===== src/imem_pkg.sv =====
`default_nettype none

package imem_pkg;

  // Byte address and instruction word widths
  localparam int ADDR_BITS = 32;
  localparam int WORD_BITS = 32;

  // Direct-mapped geometry with one word per line
  localparam int OFFSET_BITS = 2;
  localparam int INDEX_BITS = 4;
  localparam int NUM_LINES = 1 << INDEX_BITS;
  localparam int TAG_BITS = ADDR_BITS - INDEX_BITS - OFFSET_BITS;

  typedef logic [ADDR_BITS-1:0] addr_t;
  typedef logic [WORD_BITS-1:0] word_t;
  typedef logic [INDEX_BITS-1:0] index_t;
  typedef logic [TAG_BITS-1:0] tag_t;

  // addi x0, x0, 0
  localparam word_t NOP_WORD = 32'h0000_0013;

  // Line index from address bits 5..2
  function automatic index_t addr_index(addr_t addr);
    return addr[OFFSET_BITS +: INDEX_BITS];
  endfunction

  // Tag from address bits 31..6
  function automatic tag_t addr_tag(addr_t addr);
    return addr[ADDR_BITS-1 -: TAG_BITS];
  endfunction

endpackage

`default_nettype wire


===== src/imem_cache_if.sv =====
`default_nettype none
`timescale 1ns/1ps

// Turns CPU fetch pulses into valid/ready reads on the instruction cache.
// Hits complete without a stall; misses stall until one cycle after the
// refilled word comes back, so the CPU picks it up from a register.
module imem_cache_if (
  input  logic            clk,
  input  logic            rst_n,

  // CPU fetch side
  input  logic            imem_ren,
  input  imem_pkg::addr_t imem_raddr,
  output imem_pkg::word_t imem_rdata,
  output logic            imem_stall,

  // Cache read port
  output logic            cache_rd_valid,
  output imem_pkg::addr_t cache_rd_addr,
  input  logic            cache_rd_ready,
  input  imem_pkg::word_t cache_rd_data,
  input  logic            cache_rd_data_valid
);

  typedef enum logic {
    ST_IDLE,
    ST_WAIT_READY
  } state_t;

  state_t          state;
  state_t          state_next;

  logic            rd_start;
  logic            rd_fire;
  logic            rd_fire_q;
  logic            miss_detected;
  logic            miss_inflight;
  logic            return_hold;

  imem_pkg::addr_t addr_hold;
  imem_pkg::word_t rdata_hold;

  // An accepted read with no data one cycle later is a miss
  assign miss_detected = rd_fire_q && !cache_rd_data_valid && !miss_inflight;

  // New reads only start when no earlier fetch is still outstanding
  assign rd_start = (state == ST_IDLE) && imem_ren && !miss_inflight &&
                    !return_hold && !miss_detected;

  assign cache_rd_valid = rd_start || (state == ST_WAIT_READY);
  assign rd_fire = cache_rd_valid && cache_rd_ready;

  assign imem_stall = (state == ST_WAIT_READY) || miss_detected ||
                      miss_inflight || return_hold;

  // While stalled the registered address keeps the request stable
  assign cache_rd_addr = imem_stall ? addr_hold : imem_raddr;

  // Refused requests wait here with valid held high
  always_comb begin
    state_next = state;
    case (state)
      ST_IDLE: begin
        if (rd_start && !cache_rd_ready) begin
          state_next = ST_WAIT_READY;
        end
      end
      ST_WAIT_READY: begin
        if (cache_rd_ready) begin
          state_next = ST_IDLE;
        end
      end
      default: begin
        state_next = ST_IDLE;
      end
    endcase
  end

  always_ff @(posedge clk) begin
    if (!rst_n) begin
      state <= ST_IDLE;
    end else begin
      state <= state_next;
    end
  end

  // Miss tracking flags
  always_ff @(posedge clk) begin
    if (!rst_n) begin
      rd_fire_q     <= 1'b0;
      miss_inflight <= 1'b0;
      return_hold   <= 1'b0;
    end else begin
      rd_fire_q <= rd_fire;
      if (cache_rd_data_valid && miss_inflight) begin
        // Refill word arrived, stall one more cycle on the held copy
        miss_inflight <= 1'b0;
        return_hold   <= 1'b1;
      end else begin
        if (miss_detected) begin
          miss_inflight <= 1'b1;
        end
        return_hold <= 1'b0;
      end
    end
  end

  always_ff @(posedge clk) begin
    if (rd_start) begin
      addr_hold <= imem_raddr;
    end
  end

  // Last returned word holds a NOP until the first read comes back
  always_ff @(posedge clk) begin
    if (!rst_n) begin
      rdata_hold <= imem_pkg::NOP_WORD;
    end else if (cache_rd_data_valid) begin
      rdata_hold <= cache_rd_data;
    end
  end

  // Live cache data wins over the held word
  assign imem_rdata = cache_rd_data_valid ? cache_rd_data : rdata_hold;

endmodule

`default_nettype wire


===== src/icache.sv =====
`default_nettype none
`timescale 1ns/1ps

// Direct-mapped instruction cache, one 32-bit word per line.
// Misses refill from instruction memory over a four-phase req/ack port.
module icache (
  input  logic            clk,
  input  logic            rst_n,
  input  logic            flush,

  // Read port from the fetch bridge
  input  logic            rd_valid,
  input  imem_pkg::addr_t rd_addr,
  output logic            rd_ready,
  output imem_pkg::word_t rd_data,
  output logic            rd_data_valid,
  output logic            rd_hit,

  // Instruction memory port
  output logic            mem_req,
  output imem_pkg::addr_t mem_addr,
  input  logic            mem_ack,
  input  imem_pkg::word_t mem_rdata
);

  typedef enum logic [2:0] {
    ST_IDLE,
    ST_LOOKUP,
    ST_REQ,
    ST_RELEASE,
    ST_RESPOND
  } state_t;

  state_t           state;
  state_t           state_next;

  // Line storage
  imem_pkg::tag_t   tag_mem  [imem_pkg::NUM_LINES];
  imem_pkg::word_t  data_mem [imem_pkg::NUM_LINES];
  logic [imem_pkg::NUM_LINES-1:0] line_valid;

  imem_pkg::addr_t  req_addr;
  imem_pkg::index_t req_index;
  imem_pkg::tag_t   req_tag;
  imem_pkg::word_t  fill_data;

  logic             rd_fire;
  logic             lookup_hit;
  logic             refill_busy;
  logic             flush_pending;

  assign req_index = imem_pkg::addr_index(req_addr);
  assign req_tag = imem_pkg::addr_tag(req_addr);

  // Tag compare runs one cycle after the read was accepted
  assign lookup_hit = (state == ST_LOOKUP) && line_valid[req_index] &&
                      (tag_mem[req_index] == req_tag);

  // Hits keep the port open, so reads can follow back to back
  assign rd_ready = (state == ST_IDLE) || lookup_hit;
  assign rd_fire = rd_valid && rd_ready;

  assign rd_hit = lookup_hit;
  assign rd_data_valid = lookup_hit || (state == ST_RESPOND);
  assign rd_data = (state == ST_RESPOND) ? fill_data : data_mem[req_index];

  assign mem_req = (state == ST_REQ);
  assign mem_addr = {req_addr[imem_pkg::ADDR_BITS-1:imem_pkg::OFFSET_BITS],
                     {imem_pkg::OFFSET_BITS{1'b0}}};

  assign refill_busy = (state == ST_REQ) || (state == ST_RELEASE);

  always_comb begin
    state_next = state;
    case (state)
      ST_IDLE: begin
        if (rd_fire) begin
          state_next = ST_LOOKUP;
        end
      end
      ST_LOOKUP: begin
        if (!lookup_hit) begin
          state_next = ST_REQ;
        end else if (!rd_fire) begin
          state_next = ST_IDLE;
        end
      end
      // Req stays up until memory acknowledges
      ST_REQ: begin
        if (mem_ack) begin
          state_next = ST_RELEASE;
        end
      end
      // Wait for ack to fall before the port can be used again
      ST_RELEASE: begin
        if (!mem_ack) begin
          state_next = ST_RESPOND;
        end
      end
      ST_RESPOND: begin
        state_next = ST_IDLE;
      end
      default: begin
        state_next = ST_IDLE;
      end
    endcase
  end

  always_ff @(posedge clk) begin
    if (!rst_n) begin
      state <= ST_IDLE;
    end else begin
      state <= state_next;
    end
  end

  always_ff @(posedge clk) begin
    if (rd_fire) begin
      req_addr <= rd_addr;
    end
  end

  always_ff @(posedge clk) begin
    if ((state == ST_REQ) && mem_ack) begin
      fill_data <= mem_rdata;
    end
  end

  // Line is written in the cycle the refill word is returned
  always_ff @(posedge clk) begin
    if (state == ST_RESPOND) begin
      tag_mem[req_index]  <= req_tag;
      data_mem[req_index] <= fill_data;
    end
  end

  // Valid bits and flush handling
  always_ff @(posedge clk) begin
    if (!rst_n) begin
      line_valid    <= '0;
      flush_pending <= 1'b0;
    end else if (state == ST_RESPOND) begin
      // A flush seen during the refill also drops the new line
      if (flush_pending || flush) begin
        line_valid <= '0;
      end else begin
        line_valid[req_index] <= 1'b1;
      end
      flush_pending <= 1'b0;
    end else if (flush) begin
      if (refill_busy) begin
        flush_pending <= 1'b1;
      end else begin
        line_valid <= '0;
      end
    end
  end

endmodule

`default_nettype wire


===== src/imem_subsys.sv =====
`default_nettype none
`timescale 1ns/1ps

// Instruction fetch memory subsystem: fetch bridge in front of the cache
module imem_subsys (
  input  logic            clk,
  input  logic            rst_n,
  input  logic            flush,

  // CPU fetch port
  input  logic            imem_ren,
  input  imem_pkg::addr_t imem_raddr,
  output imem_pkg::word_t imem_rdata,
  output logic            imem_stall,

  // External instruction memory
  output logic            mem_req,
  output imem_pkg::addr_t mem_addr,
  input  logic            mem_ack,
  input  imem_pkg::word_t mem_rdata
);

  logic            cache_rd_valid;
  imem_pkg::addr_t cache_rd_addr;
  logic            cache_rd_ready;
  imem_pkg::word_t cache_rd_data;
  logic            cache_rd_data_valid;
  // Hit flag is observed only by the bound checks
  logic            cache_rd_hit;

  imem_cache_if u_imem_cache_if (
    .clk                 (clk),
    .rst_n               (rst_n),
    .imem_ren            (imem_ren),
    .imem_raddr          (imem_raddr),
    .imem_rdata          (imem_rdata),
    .imem_stall          (imem_stall),
    .cache_rd_valid      (cache_rd_valid),
    .cache_rd_addr       (cache_rd_addr),
    .cache_rd_ready      (cache_rd_ready),
    .cache_rd_data       (cache_rd_data),
    .cache_rd_data_valid (cache_rd_data_valid)
  );

  icache u_icache (
    .clk           (clk),
    .rst_n         (rst_n),
    .flush         (flush),
    .rd_valid      (cache_rd_valid),
    .rd_addr       (cache_rd_addr),
    .rd_ready      (cache_rd_ready),
    .rd_data       (cache_rd_data),
    .rd_data_valid (cache_rd_data_valid),
    .rd_hit        (cache_rd_hit),
    .mem_req       (mem_req),
    .mem_addr      (mem_addr),
    .mem_ack       (mem_ack),
    .mem_rdata     (mem_rdata)
  );

endmodule

`default_nettype wire


===== config.mk =====
export PLATFORM = sky130hd
export DESIGN_NAME = imem_subsys
export DESIGN_NICKNAME = d
export VERILOG_FILES = /design/src/imem_pkg.sv /design/src/imem_cache_if.sv /design/src/icache.sv /design/src/imem_subsys.sv
export SDC_FILE = /design/constraint.sdc
export NUM_CORES = 1
export LEC_CHECK = 0
export BUFFER_PORTS_ARGS = -buffer_cell sky130_fd_sc_hd__buf_2
export CORE_UTILIZATION = 55
export DETAILED_ROUTE_END_ITERATION = 8
export MAX_ROUTING_LAYER = met4
export PLACE_DENSITY = 0.72
export SLEW_MARGIN = 20
export SYNTH_ARGS = -nofsm -noshare
export SYNTH_HDL_FRONTEND = slang
export SYNTH_SLANG_ARGS = --single-unit

===== constraint.sdc =====
create_clock -name clk -period 8.2 [get_ports clk]
set_clock_uncertainty 0.2 [all_clocks]
set_input_delay 0 -clock clk [delete_from_list [all_inputs] [get_ports clk]]
set_output_delay 0 -clock clk [all_outputs]
set_load 0.01 [all_outputs]

After elaboration in Yosys (flattened, before gate mapping)
Memories as Yosys holds them, arrays and structs flattened. A register that Yosys moved wholly into a read port is not among the register bits.
Index checks and enable logic that the tools add are counted.
{"block": "totals", "reg_bits": 152, "mem_bits_rw": 928, "n_memories": 2, "out_inout_bits": 66, "inputBits": 69}
{"block": "classes", "magnitude_cmp": 2, "n_eq_ne": 10, "n_reduce_logical": 33, "mux": 25, "bitwise_logic": 3}
{"name": "u_icache.data_mem", "depth": 16, "word_bits": 32, "read_ports": 1, "rd_ports_with_merged_regs": 1, "wr": 1, "line_no": "icache.sv:39", "source": "imem_pkg::word_t data_mem [imem_pkg::NUM_LINES];"}
{"name": "u_icache.tag_mem", "depth": 16, "word_bits": 26, "read_ports": 1, "rd_ports_with_merged_regs": 1, "wr": 1, "line_no": "icache.sv:38", "source": "imem_pkg::tag_t tag_mem [imem_pkg::NUM_LINES];"}
{"op": "32-bit 2-to-1 mux", "count": 3}
{"op": "16-bit 2-to-1 mux", "count": 4}
{"op": "26-bit == test", "count": 1}
{"op": "16-bit bitwise OR", "count": 1}
{"op": "3-bit 2-to-1 mux", "count": 5}
{"op": "1-bit logical AND", "count": 13}
{"op": "3-bit case mux with 4 select lines", "count": 1}
{"op": "1-bit logical OR", "count": 8}
{"op": "4-bit 2-to-1 mux", "count": 2}
{"op": "1-bit 2-to-1 mux", "count": 7}
{"op": "3-bit by 2-bit == test with 1-bit output (second input constant)", "count": 2}
{"op": "1-bit logical NOT", "count": 5}
{"op": "4-bit by 5-bit less-than comparator with 1-bit output (second input constant)", "count": 1}
{"op": "1-bit binary-select mux with 4-bit select", "count": 1}
{"op": "1-bit demux with 4-bit select", "count": 1}
{"op": "4-bit by 1-bit >= comparator with 1-bit output (second input constant)", "count": 1}
{"op": "2-bit by 1-bit inequality test with 1-bit output (second input constant)", "count": 2}
{"op": "2-bit inequality test (second input constant)", "count": 2}
{"op": "2-bit AND reduction", "count": 2}
{"op": "4-bit AND reduction", "count": 1}
{"op": "2-bit OR reduction", "count": 2}
{"op": "3-bit by 1-bit == test with 1-bit output (second input constant)", "count": 1}
{"op": "3-bit == test (second input constant)", "count": 1}
{"op": "3-bit logical NOT", "count": 1}
{"op": "4 further kinds", "count": 5}

Longest topological paths before layout
{"block": "depth", "depth_word": 15, "depth_mapped": 16}

Cells and area by module
Synthesis repeated with hierarchy kept, for this count alone.
{"block": "hier_totals", "cells_unflattened": 1945, "area_unflattened_um2": 42208.0}
{"module": "icache", "n_inst": 1, "area_per_inst_um2": 39421.6, "seq_area_each_um2": 30209.0, "cells_each": 1756}
{"module": "imem_cache_if", "n_inst": 1, "area_per_inst_um2": 2786.4, "seq_area_each_um2": 1681.6, "cells_each": 189}

Least setup slack after synthesis
Ideal clock, no wire load.
{"block": "synth_timing", "path_kind": "register to register", "from": "register u_icache.req_addr[3]", "to": "memory u_icache.data_mem[2][0] (netlist name) (enable)", "path_buffers": 1, "required_ps": 7455, "path_slack_ps": 2348, "synth_period_minus_slack_ps": 5852, "arrival_time_ps": 5107, "path_stages_with_launch": 5, "path_cell_list": "edfxtp_1 > buf_2 > nor2b_1 > nand2_1 > nor3_1"}
{"item": "from (decl)", "line_no": "icache.sv:42", "source": "imem_pkg::addr_t req_addr;"}
{"item": "from (signal assigned)", "line_no": "icache.sv:119", "source": "req_addr <= rd_addr;"}
{"item": "to (decl)", "line_no": "icache.sv:39"}
No word-level cell before the write port.

==> results.md <==
- Crit path kind: reg2out
- Slew headroom: 24.2%
- Min Hold Slack: 0.0301 ns
- Final HPWL DP: 46,300 um
- Sequential area share after synthesis: 76.3%
- PwrDens: 265 nW/um^2
- Synth async-reset ratio: 0%
- Fraction of layout cells with a size suffix above 1: 27.1%
- Wire length per cell: 28.4 um
- Final period util: 78.4%
- Post-Syn Instances: 1,940
- Largest net degree at the start of global routing: 102
- Filler cell count: 4,828
- Ys flop type: edfxtp_1
- HP Start: imem_raddr[12]
- Hold Vio Cnt, Final: 0
- Crit end category: primary output
- Via-to-Cell Ratio: 6.34
- Critical Path AT: 6.23 ns
- Final net count: 2,320
- Vias post-DR: 21.0k
- RSZ-0062 raised after global routing: false
- Static leakage: 15.6 nW
- Gr ovfl total: 0
- Initial antenna violation count: 1
- Yosys reg bits: 1,080
- Clock buffer depth: 3
- CP Max Fanout: 46
- Post-CTS resize count: 0
- Total track usage: 25.5%
- Num ports: 135
- # rows: 100
- Final core utilization: 64.4%
- Initial DRC Count: 2,360
- Post-Layout Cell Count: 3,309
- Post-DRT Antenna Nets: 0
- IR drop worst, VDD: 0.168 mV
- Req. time, crit path: 8.00 ns
- Clock Sinks: 1,080
- Number of flops mapped to enable cells by yosys: 1,020
- Die width: 277 um
- # port buffers: 130
- First-pass GRT wire length: 139,000 um
- Design area: 48,200 um^2
- Slew at the pin closest to its max-slew limit: 1.13 ns
- Reg2Reg Depth: 12
- Routability Congestion: 0.792
- Number of distinct library cells after synthesis: 72
- Skew-Pair Late Insertion Delay: 0.67 ns
- Setup Fix Bufs, Post-CTS: 0
- H-tree levels: 3
- Setup violations, final: 0
- Vias in the first global route: 21.8k
- Reg2reg end: u_icache.state[0]
- # DRC: 0
- Worst-path clk slew: 0.06 ns
- Total inserted antenna cells: 0
- Critical path launch point type: flip-flop
- Achievable frequency: 156 MHz
- CTS root buffer: clkbuf_16
- CTS tree: built
- Multi-input gate area: 9440 um^2
- Post-Syn Area: 41,700 um^2
- Die Y: 277 um
- Max-Cap Viols: 0
- Final TNS setup: 0 ns
- Initial Utilization: 55.8%
- Drt first pass iters: 5
- Synth warnings: 0
- Crit path to: imem_rdata[9]
- Final WL: 94,100 um
- Syn_area_per_cell: 21.5 um^2
- TritonCTS Buffers: 103
- Reg-to-reg setup timing slack: 2.28 ns
- Post-DP Area: 43,500 um^2
- Placed insts: 2,979
- Full die area: 77,000 um^2
- FF+latch area: 31,800 um^2
- Slew Limit Fails: 0
- Hold WC Path Type: in2reg
- Core area: 74,800 um^2
- Status: finished clean
- Syn-to-layout area delta: 15.5%
- Minimum clock period: 6.43 ns
-- worst max-delay path: stages (launching register included) --
cell and delay [ns]:
dfxtp_4 0.83, buf_4 0.68, mux4_2 0.41, mux4_2 0.47, xnor2_1 0.25, nand2_1 0.09, a311o_1 0.34, or4_1 0.76
nor2_8 0.29, buf_4 0.61, mux2i_1 0.33, a21oi_1 0.15, buf_2 0.23
-- cells in the final DEF (no fill, tap or decap), drive strengths merged, types with 6 or more instances in the layout --
cell         instances
nor3                16
xor2                12
dlygate4sd3        135
inv                 11
a21oi               52
nor2                75
o21ai               21
mux2i               81
clkbuf             132
nor2b               10
clkinv              50
nor4b                6
mux4               256
nand2               21
xnor2               15
nand3                6
a221oi              12
buf                173
mux2                36
o211ai               8
dfxtp               60
bufinv               8
edfxtp            1020
a31oi               10
nand2b              10
and2                 6
a211oi              32
-- area by class of cell --
cell class / instances / area share (%)
clock inverters: 63 / 1.26
multi-input cells: 748 / 19.6
inverters: 9 / 0.0727
well taps: 969 / 2.52
repair buffers: 309 / 4.89
clock buffers: 131 / 5.61
flip-flops and latches: 1080 / 66.1
-- synth_stat cells, drive strengths merged (4+ instances only) --
| master | count | area, um^2 |
|---|---|---|
| nand2b | 10 | 62.6 |
| xnor2 | 15 | 131 |
| a21oi | 52 | 260 |
| mux2 | 36 | 420 |
| clkbuf | 52 | 195 |
| buf | 52 | 369 |
| a32o | 4 | 40.0 |
| nor2b | 10 | 62.6 |
| inv | 8 | 30.0 |
| xor2 | 12 | 105 |
| o21ai | 21 | 105 |
| a22oi | 4 | 30.0 |
| dfxtp | 60 | 1200 |
| mux4 | 256 | 5790 |
| a31oi | 10 | 62.6 |
| nand2 | 21 | 86.3 |
| nor3 | 16 | 80.1 |
| and2 | 6 | 37.5 |
| nand3 | 6 | 30.0 |
| o211ai | 8 | 73.8 |
| a221oi | 12 | 105 |
| nor2 | 75 | 298 |
| a211oi | 32 | 240 |
| nor4b | 6 | 52.6 |
| edfxtp | 1020 | 30600 |
| mux2i | 81 | 811 |
-- through the flow --
step,total power [mW],worst slack (ns)
floorplan,7.74,2.35
global placement,8.16,2.36
detailed placement,8.20,2.38
CTS,12.8,1.65
global route,13.2,1.57
finish,12.8,1.77
-- metal layers --
metal / GRT usage, % / share of wire (%)
met5: - / 0
met4: 7.79 / 2.4
met3: 4.66 / 8.5
met2: 40.2 / 50
met1: 34.4 / 40
-- registers in the layout (all words and copies together), names as in the netlist, named ones only --
register,count
u_icache.fill_data,32
u_imem_cache_if.rd_fire_q,1
u_icache.data_mem,512
u_icache.tag_mem,416
u_imem_cache_if.miss_inflight,1
u_icache.flush_pending,1
u_imem_cache_if.rdata_hold,32
u_imem_cache_if.state,1
u_imem_cache_if.return_hold,1
u_imem_cache_if.addr_hold,30
u_icache.line_valid,16
u_icache.state,3
u_icache.req_addr,30
-- worst min-delay path by stage --
stage	to	slack, ns	cells past startpoint
detailed placement	u_icache.fill_data[0]	-0.02	1
CTS	u_icache.req_addr[12]	0.00006	3
global placement	u_icache.fill_data[25]	-0.02	1
finish	u_icache.req_addr[12]	0.03	3
floorplan	u_icache.fill_data[0]	-0.10	0
global route	u_icache.req_addr[12]	0.03	3
-- cells by family (layout without fill, tap and decap cells) --
| kind of cell | after synthesis | in the layout | synth area share, % |
|---|---|---|---|
| flops | 1080 | 1080 | 76.3 |
| mux | 373 | 373 | 16.8 |
| compound gates | 173 | 173 | 2.82 |
| simple gates | 173 | 173 | 2.11 |
| buf+inv | 113 | 512 | 1.43 |
| xor+xnor | 27 | 27 | 0.567 |
| other cells | 1 | 2 | 0.00898 |
-- where the power goes --
group | leakage, nW | internal [mW] | switching [mW]
Combinational | 4.28 | 0.902 | 0.857
Sequential | 9.68 | 6.17 | 0.217
Clock | 1.62 | 2.60 | 2.03
-- repair_timing --
action,in CTS,in global routing
endpoints found under the setup margin,0,0
hold buffers,135,0
endpoints found under the hold margin,123,0
Note: power is estimated with default switching activity, not from simulation.
